## src/rtl/dzPkg.sv

```systemverilog
//////////////////////////////
// Shared constants and console word layouts for the DZ11 subsystem
// Bit timing is shortened for simulation, not a real baud rate
// 8N1 framing only, no parity or modem control
//////////////////////////////

package dzPkg;

   //////////////////////////////
   // Serial timing
   //////////////////////////////

   localparam int bitCycles = 8;                    // Clocks per serial bit
   localparam int halfBit   = bitCycles / 2;        // Start bit middle
   localparam int cycW      = $clog2(bitCycles);    // Bit cycle counter
   localparam int frameBits = 10;                   // Start, 8 data, stop
   localparam int bitCntW   = $clog2(frameBits);

   // Lines and silo
   localparam int numLines  = 8;
   localparam int lineW     = $clog2(numLines);
   localparam int siloDepth = 16;
   localparam int ptrW      = $clog2(siloDepth);

   //////////////////////////////
   // Console register map
   //////////////////////////////

   localparam logic [6:0] addrCsr  = 7'h38;  // Control and status
   localparam logic [6:0] addrTdr  = 7'h39;  // Transmit data, write only
   localparam logic [6:0] addrRbuf = 7'h3a;  // Receive buffer, read pops silo

   // CSR as written by the console
   typedef struct packed {
      logic [12:0] rsvd;
      logic        masterClear;  // Self clearing
      logic        loop;         // Route lines 0 and 1 back internally
      logic        enable;       // Receive and interrupt enable
   } csrWrT;

   // TDR as written by the console
   typedef struct packed {
      logic [lineW-1:0] line;
      logic [4:0]       rsvd;
      logic [7:0]       chr;
   } tdrWrT;

   // One write word, its meaning picked by address
   typedef union packed {
      csrWrT csr;
      tdrWrT tdr;
   } dzWordT;

   // Silo entry as seen on an RBUF read
   typedef struct packed {
      logic             valid;    // Zero when the silo was empty
      logic             overrun;  // Sticky until master clear
      logic [2:0]       rsvd;
      logic [lineW-1:0] line;
      logic [7:0]       chr;
   } rbufWordT;

endpackage

```

## src/rtl/dzConDecode.sv

```systemverilog
//////////////////////////////
// Console write decode
// Writes to unknown addresses are ignored
// TDR writes are not checked against busy here
//////////////////////////////

module dzConDecode (
      input  logic                        CLK50MHZ,
      input  logic                        rstN,
      input  logic                        conWr,        // One cycle strobe
      input  logic [7:1]                  conAddr,
      input  dzPkg::dzWordT               conWrData,
      output logic                        loop,
      output logic                        enable,
      output logic                        masterClear,  // One cycle pulse
      output logic [dzPkg::numLines-1:0]  txStart,      // One hot
      output logic [7:0]                  txChar
   );

   import dzPkg::*;

   logic csrWr;
   logic tdrWr;

   assign csrWr = conWr && (conAddr == addrCsr);
   assign tdrWr = conWr && (conAddr == addrTdr);

   //////////////////////////////
   // CSR bits
   //////////////////////////////

   always_ff @(posedge CLK50MHZ or negedge rstN) begin
      if (!rstN) begin
         loop        <= 1'b0;
         enable      <= 1'b0;
         masterClear <= 1'b0;
      end else begin
         masterClear <= 1'b0;                         // Pulse by default
         if (csrWr) begin
            loop        <= conWrData.csr.loop;
            enable      <= conWrData.csr.enable;
            masterClear <= conWrData.csr.masterClear;
         end
      end
   end

   //////////////////////////////
   // Transmit requests
   //////////////////////////////

   always_ff @(posedge CLK50MHZ or negedge rstN) begin
      if (!rstN) begin
         txStart <= '0;
      end else begin
         txStart <= '0;
         if (tdrWr) begin
            txStart[conWrData.tdr.line] <= 1'b1;      // Addressed line only
         end
      end
   end

   // Character rides along with the start pulse
   always_ff @(posedge CLK50MHZ) begin
      if (tdrWr) begin
         txChar <= conWrData.tdr.chr;
      end
   end

endmodule

```

## src/rtl/dzTransmit.sv

```systemverilog
//////////////////////////////
// Eight 8N1 transmitters
// A start request on a busy line is dropped
// Output is idle high and comes straight from a flop
//////////////////////////////

module dzTransmit (
      input  logic                        CLK50MHZ,
      input  logic                        rstN,
      input  logic [dzPkg::numLines-1:0]  txStart,
      input  logic [7:0]                  txChar,
      output logic [dzPkg::numLines-1:0]  dzTxd,   // Serial out, LSB first
      output logic [dzPkg::numLines-1:0]  txBusy
   );

   import dzPkg::*;

   logic [frameBits-1:0] txShift [numLines];  // Bit 0 is on the wire
   logic [cycW-1:0]      txCyc   [numLines];  // Clocks into current bit
   logic [bitCntW-1:0]   txBit   [numLines];  // Bit index within frame

   //////////////////////////////
   // Per line shifter
   //////////////////////////////

   always_ff @(posedge CLK50MHZ or negedge rstN) begin
      if (!rstN) begin
         for (int i = 0; i < numLines; i++) begin
            txShift[i] <= '1;                       // Mark state
            txCyc[i]   <= '0;
            txBit[i]   <= '0;
            txBusy[i]  <= 1'b0;
         end
      end else begin
         for (int i = 0; i < numLines; i++) begin
            if (!txBusy[i]) begin
               if (txStart[i]) begin
                  // Stop, data, start
                  txShift[i] <= {1'b1, txChar, 1'b0};
                  txCyc[i]   <= '0;
                  txBit[i]   <= '0;
                  txBusy[i]  <= 1'b1;
               end
            end else if (txCyc[i] != cycW'(bitCycles - 1)) begin
               txCyc[i] <= txCyc[i] + 1'b1;
            end else begin
               // Bit period done, fill with ones from the top
               txCyc[i]   <= '0;
               txShift[i] <= {1'b1, txShift[i][frameBits-1:1]};
               if (txBit[i] == bitCntW'(frameBits - 1)) begin
                  txBusy[i] <= 1'b0;                // End of stop bit
               end else begin
                  txBit[i] <= txBit[i] + 1'b1;
               end
            end
         end
      end
   end

   // Wire side of each shifter
   always_comb begin
      for (int i = 0; i < numLines; i++) begin
         dzTxd[i] = txShift[i][0];
      end
   end

endmodule

```

## src/rtl/dzReceive.sv

```systemverilog
//////////////////////////////
// Line routing, eight receivers, 16 entry silo, console reads
// Frames with a bad start or stop bit are discarded silently
// Full silo drops the new character and sets overrun
//////////////////////////////

module dzReceive (
      input  logic                        CLK50MHZ,
      input  logic                        rstN,
      input  logic [dzPkg::numLines-1:0]  dzTxd,
      input  logic [1:0]                  ttyTXD,       // From the pins, async
      input  logic                        loop,
      input  logic                        enable,
      input  logic                        masterClear,
      input  logic [dzPkg::numLines-1:0]  txBusy,
      input  logic                        conRd,
      input  logic [7:1]                  conAddr,
      output logic [15:0]                 conRdData,
      output logic                        conRdValid,
      output logic                        conIntrN
   );

   import dzPkg::*;

   logic [1:0]          ttyMeta, ttySync;     // Two flop synchronizer
   logic [numLines-1:0] rxLine;
   logic [numLines-1:0] rxPrev;
   logic [numLines-1:0] rxActive;
   logic [cycW-1:0]     rxCyc   [numLines];   // Down counter to next sample
   logic [bitCntW-1:0]  rxBit   [numLines];
   logic [7:0]          rxShift [numLines];
   logic [numLines-1:0] sampleNow, dataBit, stopOk;
   logic [numLines-1:0] rxPend;               // Lost arbitration last cycle
   logic [numLines-1:0] req;
   logic [lineW-1:0]    winLine;
   logic                anyReq, push, pop, full;
   logic [lineW+7:0]    siloMem [siloDepth];  // {line, char}
   logic [ptrW-1:0]     wrPtr, rdPtr;
   logic [ptrW:0]       siloCnt;
   logic                overrun;
   rbufWordT            rbufWord;

   //////////////////////////////
   // Routing
   //////////////////////////////

   always_ff @(posedge CLK50MHZ or negedge rstN) begin
      if (!rstN) begin
         ttyMeta <= '1;
         ttySync <= '1;
      end else begin
         ttyMeta <= ttyTXD;
         ttySync <= ttyMeta;
      end
   end

   // Pins only for lines 0 and 1 without loopback
   assign rxLine = loop ? dzTxd : {dzTxd[numLines-1:2], ttySync};

   //////////////////////////////
   // Receivers
   //////////////////////////////

   always_comb begin
      for (int i = 0; i < numLines; i++) begin
         sampleNow[i] = rxActive[i] && (rxCyc[i] == '0);
         dataBit[i]   = sampleNow[i] && (rxBit[i] != '0) &&
                        (rxBit[i] != bitCntW'(frameBits - 1));
         stopOk[i]    = sampleNow[i] && (rxBit[i] == bitCntW'(frameBits - 1)) && rxLine[i];
      end
   end

   always_ff @(posedge CLK50MHZ or negedge rstN) begin
      if (!rstN) begin
         rxPrev   <= '1;
         rxActive <= '0;
         for (int i = 0; i < numLines; i++) begin
            rxCyc[i] <= '0;
            rxBit[i] <= '0;
         end
      end else begin
         rxPrev <= rxLine;
         for (int i = 0; i < numLines; i++) begin
            if (!rxActive[i]) begin
               if (rxPrev[i] && !rxLine[i]) begin       // Falling edge
                  rxActive[i] <= 1'b1;
                  rxCyc[i]    <= cycW'(halfBit - 1);
                  rxBit[i]    <= '0;
               end
            end else if (rxCyc[i] != '0) begin
               rxCyc[i] <= rxCyc[i] - 1'b1;
            end else begin
               rxCyc[i] <= cycW'(bitCycles - 1);
               rxBit[i] <= rxBit[i] + 1'b1;
               if (rxBit[i] == '0 && rxLine[i]) begin
                  rxActive[i] <= 1'b0;                  // Glitch, not a start bit
               end else if (rxBit[i] == bitCntW'(frameBits - 1)) begin
                  rxActive[i] <= 1'b0;                  // Mid stop, rearm
               end
            end
         end
      end
   end

   // Held until the next frame's first data bit, well after arbitration
   always_ff @(posedge CLK50MHZ) begin
      for (int i = 0; i < numLines; i++) begin
         if (dataBit[i]) begin
            rxShift[i] <= {rxLine[i], rxShift[i][7:1]};
         end
      end
   end

   //////////////////////////////
   // Silo
   //////////////////////////////

   assign req = rxPend | stopOk;

   // Lowest line wins
   always_comb begin
      winLine = '0;
      for (int i = numLines - 1; i >= 0; i--) begin
         if (req[i]) begin
            winLine = lineW'(i);
         end
      end
   end

   assign anyReq = |req;
   assign full   = (siloCnt == (ptrW + 1)'(siloDepth));
   assign push   = anyReq && !full && !masterClear;
   assign pop    = conRd && (conAddr == addrRbuf) && (siloCnt != '0) && !masterClear;

   always_ff @(posedge CLK50MHZ or negedge rstN) begin
      if (!rstN) begin
         rxPend  <= '0;
         wrPtr   <= '0;
         rdPtr   <= '0;
         siloCnt <= '0;
         overrun <= 1'b0;
      end else if (masterClear) begin
         rxPend  <= '0;
         wrPtr   <= '0;
         rdPtr   <= '0;
         siloCnt <= '0;
         overrun <= 1'b0;
      end else begin
         for (int i = 0; i < numLines; i++) begin
            rxPend[i] <= req[i] && (winLine != lineW'(i));
         end
         if (push) wrPtr <= wrPtr + 1'b1;
         if (pop)  rdPtr <= rdPtr + 1'b1;
         case ({push, pop})
            2'b10:   siloCnt <= siloCnt + 1'b1;
            2'b01:   siloCnt <= siloCnt - 1'b1;
            default: siloCnt <= siloCnt;
         endcase
         if (anyReq && full) overrun <= 1'b1;   // Winner is lost
      end
   end

   always_ff @(posedge CLK50MHZ) begin
      if (push) begin
         siloMem[wrPtr] <= {winLine, rxShift[winLine]};
      end
   end

   //////////////////////////////
   // Console reads and interrupt
   //////////////////////////////

   always_comb begin
      rbufWord         = '0;
      rbufWord.valid   = (siloCnt != '0);
      rbufWord.overrun = overrun;
      {rbufWord.line, rbufWord.chr} = siloMem[rdPtr];
   end

   always_ff @(posedge CLK50MHZ or negedge rstN) begin
      if (!rstN) begin
         conRdValid <= 1'b0;
         conIntrN   <= 1'b1;
      end else begin
         conRdValid <= conRd;
         conIntrN   <= !(enable && (siloCnt != '0));
      end
   end

   // CSR read: txBusy, 4 zero bits, overrun, silo non empty, loop, enable
   always_ff @(posedge CLK50MHZ) begin
      if (conRd) begin
         case (conAddr)
            addrCsr:  conRdData <= {txBusy, 4'b0, overrun, siloCnt != '0, loop, enable};
            addrRbuf: conRdData <= rbufWord;
            default:  conRdData <= '0;
         endcase
      end
   end

endmodule

```

## src/rtl/esmDz11.sv

```systemverilog
//////////////////////////////
// DZ11 serial subsystem top level
// Only lines 0 and 1 reach the board pins
// Console data bus is split into write and read ports
//////////////////////////////

module esmDz11 (
      // Clock and reset
      input  logic          CLK50MHZ,
      input  logic          rstN,
      input  logic          MR_N,         // Master reset push button
      output logic          MR,
      // Board serial pins
      input  logic [1:0]    ttyTXD,       // From the USB UART
      output logic [1:0]    ttyRXD,       // To the USB UART
      // Console bus
      input  logic          conWr,
      input  logic          conRd,
      input  logic [7:1]    conAddr,
      input  dzPkg::dzWordT conWrData,
      output logic [15:0]   conRdData,
      output logic          conRdValid,
      output logic          conIntrN
   );

   import dzPkg::*;

   logic                loop;
   logic                enable;
   logic                masterClear;
   logic [numLines-1:0] txStart;
   logic [7:0]          txChar;
   logic [numLines-1:0] dzTxd;
   logic [numLines-1:0] txBusy;

   //////////////////////////////
   // Decode, execute, result
   //////////////////////////////

   dzConDecode i_dzConDecode (
      .CLK50MHZ    (CLK50MHZ),
      .rstN        (rstN),
      .conWr       (conWr),
      .conAddr     (conAddr),
      .conWrData   (conWrData),
      .loop        (loop),
      .enable      (enable),
      .masterClear (masterClear),
      .txStart     (txStart),
      .txChar      (txChar)
   );

   dzTransmit i_dzTransmit (
      .CLK50MHZ (CLK50MHZ),
      .rstN     (rstN),
      .txStart  (txStart),
      .txChar   (txChar),
      .dzTxd    (dzTxd),
      .txBusy   (txBusy)
   );

   dzReceive i_dzReceive (
      .CLK50MHZ    (CLK50MHZ),
      .rstN        (rstN),
      .dzTxd       (dzTxd),
      .ttyTXD      (ttyTXD),
      .loop        (loop),
      .enable      (enable),
      .masterClear (masterClear),
      .txBusy      (txBusy),
      .conRd       (conRd),
      .conAddr     (conAddr),
      .conRdData   (conRdData),
      .conRdValid  (conRdValid),
      .conIntrN    (conIntrN)
   );

   // UART TXD feeds our RX side, so the pins are twisted here
   assign ttyRXD = dzTxd[1:0];

   assign MR = !MR_N;   // Push button level only

endmodule

```

## config.mk

```make
export PLATFORM = sky130hd
export DESIGN_NAME = esmDz11
export DESIGN_NICKNAME = d
export VERILOG_FILES = /design/src/rtl/dzPkg.sv /design/src/rtl/dzConDecode.sv /design/src/rtl/dzTransmit.sv /design/src/rtl/dzReceive.sv /design/src/rtl/esmDz11.sv
export SDC_FILE = /design/constraint.sdc
export NUM_CORES = 1
export LEC_CHECK = 0
export ABC_AREA = 1
export BUFFER_PORTS_ARGS = -buffer_cell sky130_fd_sc_hd__buf_2
export CAP_MARGIN = 0
export CORE_MARGIN = 3
export CORE_UTILIZATION = 40
export CTS_CLUSTER_DIAMETER = 40
export DETAILED_ROUTE_END_ITERATION = 8
export GPL_TIMING_DRIVEN = 1
export PLACE_DENSITY = 0.66
export SETUP_SLACK_MARGIN = 0.15
export SLEW_MARGIN = 10
export SYNTH_ARGS = -nofsm -noshare
export SYNTH_HDL_FRONTEND = slang
export SYNTH_HIERARCHICAL = 1
export SYNTH_SLANG_ARGS = --single-unit
```

## constraint.sdc

```tcl
create_clock -name CLK50MHZ -period 3.7 [get_ports CLK50MHZ]
set_input_delay 0.37 -clock CLK50MHZ [delete_from_list [all_inputs] [get_ports CLK50MHZ]]
set_output_delay 0.37 -clock CLK50MHZ [all_outputs]
set_load 0.02 [all_outputs]
```

==> run metrics <==
status=complete, no violations; top post-synthesis cells by area=edfxtp_1 35%, dfrtp_1 18%, dfstp_2 9.7%; most used cell, CP=nand2_1; crit end category=flip-flop; critical path startpoint category=flip-flop; port bufs=45; post-synth net total=2,262; YS warnings=6; Syn Inst Count=2,153; Yosys cell types=66; setup bufs post-CTS=0; Required @ worst endpoint=4.03 ns; # fillers=5,065; Vias/cell=5.18; CP max stage cell=dfrtp_1; share of cells above drive strength 1=17.0%; GRT Residual Overflow=0; Finished Cell Area=26,500 µm²; unrepaired setup endpoints after global routing=false; DRT iter0 DRCs=1,184; CP max FO=18; Cell Chain, Critical Path=inv_1 -> ha_1 -> nand2_1 -> nor2_1 -> nand3_2 -> nand2_2 -> inv_2 -> o21ai_2 -> nand2_1 -> nand2_2 -> nand2_4 -> nor2_4 -> nand2_1 -> nor3b_1 -> nand3_1 -> nand2_1 -> inv_1; Crit. Startpoint=i_dzReceive/rxBit[1]; clk slew on worst S/H paths=0.06 ns; number of setup violations in the final report=0; initial antenna violation count=0; die span in x=246 µm; DRT antenna net count=0; setup_tns=0 ns; HPWL after DPL=32.9 mm; Initial Util=40.6%; pin count of the biggest net entering global routing=116; GRT Util Overall=16.8%; WL final=50.5 mm; Cell Area, Placed=24,100 µm²; Placer Congestion=0.818; area of the multi-input gates=7450 µm²; Avg Cell Area, Syn=10.7 µm²; area grow syn2layout=15.5%; dominant cell type by area after synthesis=edfxtp_1; Final min period=3.13 ns; NumNets Final=2,370; Tcrit/Tclk final=84.5%; Clk Tree Root Cell=clkbuf_16; H-tree depth=3; ant diodes=0; Core ar.=56,600 µm²; async set or reset register ratio after synthesis=48.3%; Row Count=87; drt pass-1 iters=6; Hold Violations, Final=0; die height=246 µm; FF-to-FF Start=i_dzReceive/rxBit[1]; hold_sp=conWrData[15]; CTS buffer count=69; sequential area share after synthesis=61.9%; routed len/inst=16.4 µm; Max Clk Rate=0.320 GHz; max_slew headroom=31.5%; vias in the first global route=15.7k; first-pass GRT wire length=81.5 mm; die area=60,300 µm²; Clock Skews=0.0338 ns; via count=15.9k; CTS Buffer Depth=3; power density cells=566 nW/µm²; fin. max-slew vios=0; CTS tree=yes; VDD IR max=427 µV; worst skew pair latency=0.60 ns; Worst path max stage delay=0.40 ns; commonest cells in the netlist=425 x nand2_1, 264 x edfxtp_1, 206 x inv_1; DRC=0; Top FF cell, synth=edfxtp_1; Least-Margin Pin Slew=1.02 ns; Top-Level Pins=51; post-cts sizing count=0; Pleak=11.2 nW; FF+latch area=14,200 µm²; Synth Register Bits=511; max-cap violations=0; number of synthesized flops with an enable pin=264; most common cell in the netlist=nand2_1; Syn Std Cell Area=23,000 µm²; Hold Crit Class=primary input to flip-flop; clock tree sinks=511; Crit Path Class=flip-flop to flip-flop; Arr. time, crit path=3.46 ns; post-synth top area share=34.5%
flip-flops by register name (all words and copies together) (netlist names), 2 cells and up:
name / count
i_dzReceive/rdPtr: 4
i_dzReceive/siloCnt: 5
i_dzConDecode/txStart: 8
i_dzReceive/rxShift: 64
i_dzReceive/rxPrev: 8
i_dzTransmit/txBusy: 8
i_dzReceive/conRdData: 16
i_dzTransmit/txBit: 32
i_dzReceive/rxPend: 8
i_dzReceive/rxBit: 32
i_dzReceive/ttySync: 2
i_dzReceive/ttyMeta: 2
i_dzTransmit/txCyc: 24
i_dzReceive/rxActive: 8
i_dzReceive/siloMem: 176
i_dzReceive/rxCyc: 24
i_dzConDecode/txChar: 8
i_dzTransmit/dzTxd: 8
i_dzReceive/wrPtr: 4
i_dzTransmit/txShift: 64
metrics by stage:
stage	hold WS, ns	power (mW)	setup WS [ns]	utilization (%)	std cells
floorplan	0.0744	7.91	0.824	-	2153
global placement	0.349	8.43	0.693	42.6	2935
detailed placement	0.352	8.53	0.592	42.6	2935
CTS	0.0333	15.1	0.550	46.9	3072
global route	0.0670	15.6	0.287	46.9	3072
finish	0.0647	15.0	0.572	46.9	3072
cell usage in the layout (no fill, tap or decap), drive strengths merged, types with 8 or more instances in the layout:
cell type / synthesis / final
nand3: 113 / 113
o22ai: 12 / 12
edfxtp: 264 / 264
xnor2: 12 / 12
dfstp: 85 / 85
dlygate4sd3: 0 / 11
o221ai: 17 / 17
nand4: 28 / 28
a22o: 11 / 11
dfrtp: 162 / 162
nor2: 197 / 197
o21ai: 182 / 182
nor3: 16 / 16
a21oi: 88 / 88
a31oi: 55 / 55
o211ai: 10 / 10
inv: 228 / 239
nand2: 463 / 463
ha: 79 / 79
buf: 35 / 95
a22oi: 8 / 8
clkbuf: 34 / 85
clkinv: 2 / 21
cell families after synthesis:
logic type	count (synthesis)	share of synthesized area, %
AOI/OAI and AO/OA	413	10.7
buffers and inverters	299	5.69
and+or+nand+nor	833	16.8
DFF	511	61.9
other	1	0.0163
adders and majority gates	79	4.30
xor gates and xnor gates	17	0.648
per-layer routing:
layer  up-vias  wire, µm  track usage (%)
met1      7756     22400             22.4
li1       7604         -                -
met2       453     23500             27.0
met3        89      3290             3.94
met4         0      1350             5.90
met5         -         0                0
area by class of cell:
type / instances / area share, %
multi-input combinational: 1343 / 28.1
inverter: 230 / 3.31
timing repair buffer: 106 / 2.81
clock buffer: 85 / 6.97
sequential: 511 / 53.6
tap: 756 / 3.57
clock inverter: 41 / 1.68
report_power, final:
| group | switching (mW) | total, mW | internal [mW] |
|---|---|---|---|
| Clock | 2.54 | 6.57 | 4.03 |
| Combinational | 1.12 | 1.64 | 0.519 |
| Sequential | 0.250 | 6.80 | 6.56 |
| Total | 3.91 | 15.0 | 11.1 |
critical path: cells and delay by family (launching register included):
family	cells	cell delay, ns
AO/OA/AOI/OAI	1	0.10
adder cells (fa/ha/maj)	1	0.16
buffers and inverters	3	0.53
flip-flops	1	0.40
AND/OR/NAND/NOR	12	1.71
final timing paths:
check / to / slack (ns) / cells after the start
setup reg to reg: i_dzReceive/siloMem[8][5] / 0.57 / 17
max in group asynchronous: i_dzReceive/rxPrev[0] / 2.31 / 3
hold / removal: i_dzConDecode/txStart[5] / 0.06 / 3
min in group asynchronous: i_dzConDecode/txStart[1] / 0.47 / 2
hold reg to reg: i_dzReceive/ttySync[0] / 0.36 / 0
setup / recovery: i_dzReceive/siloMem[8][5] / 0.57 / 17
repair_timing:
item / CTS / global route
hold buffers: 11 / 0
setup endpoints to repair: 0 / 0
hold endpoints to repair: 57 / 0
(Power assumes the default switching activity.)
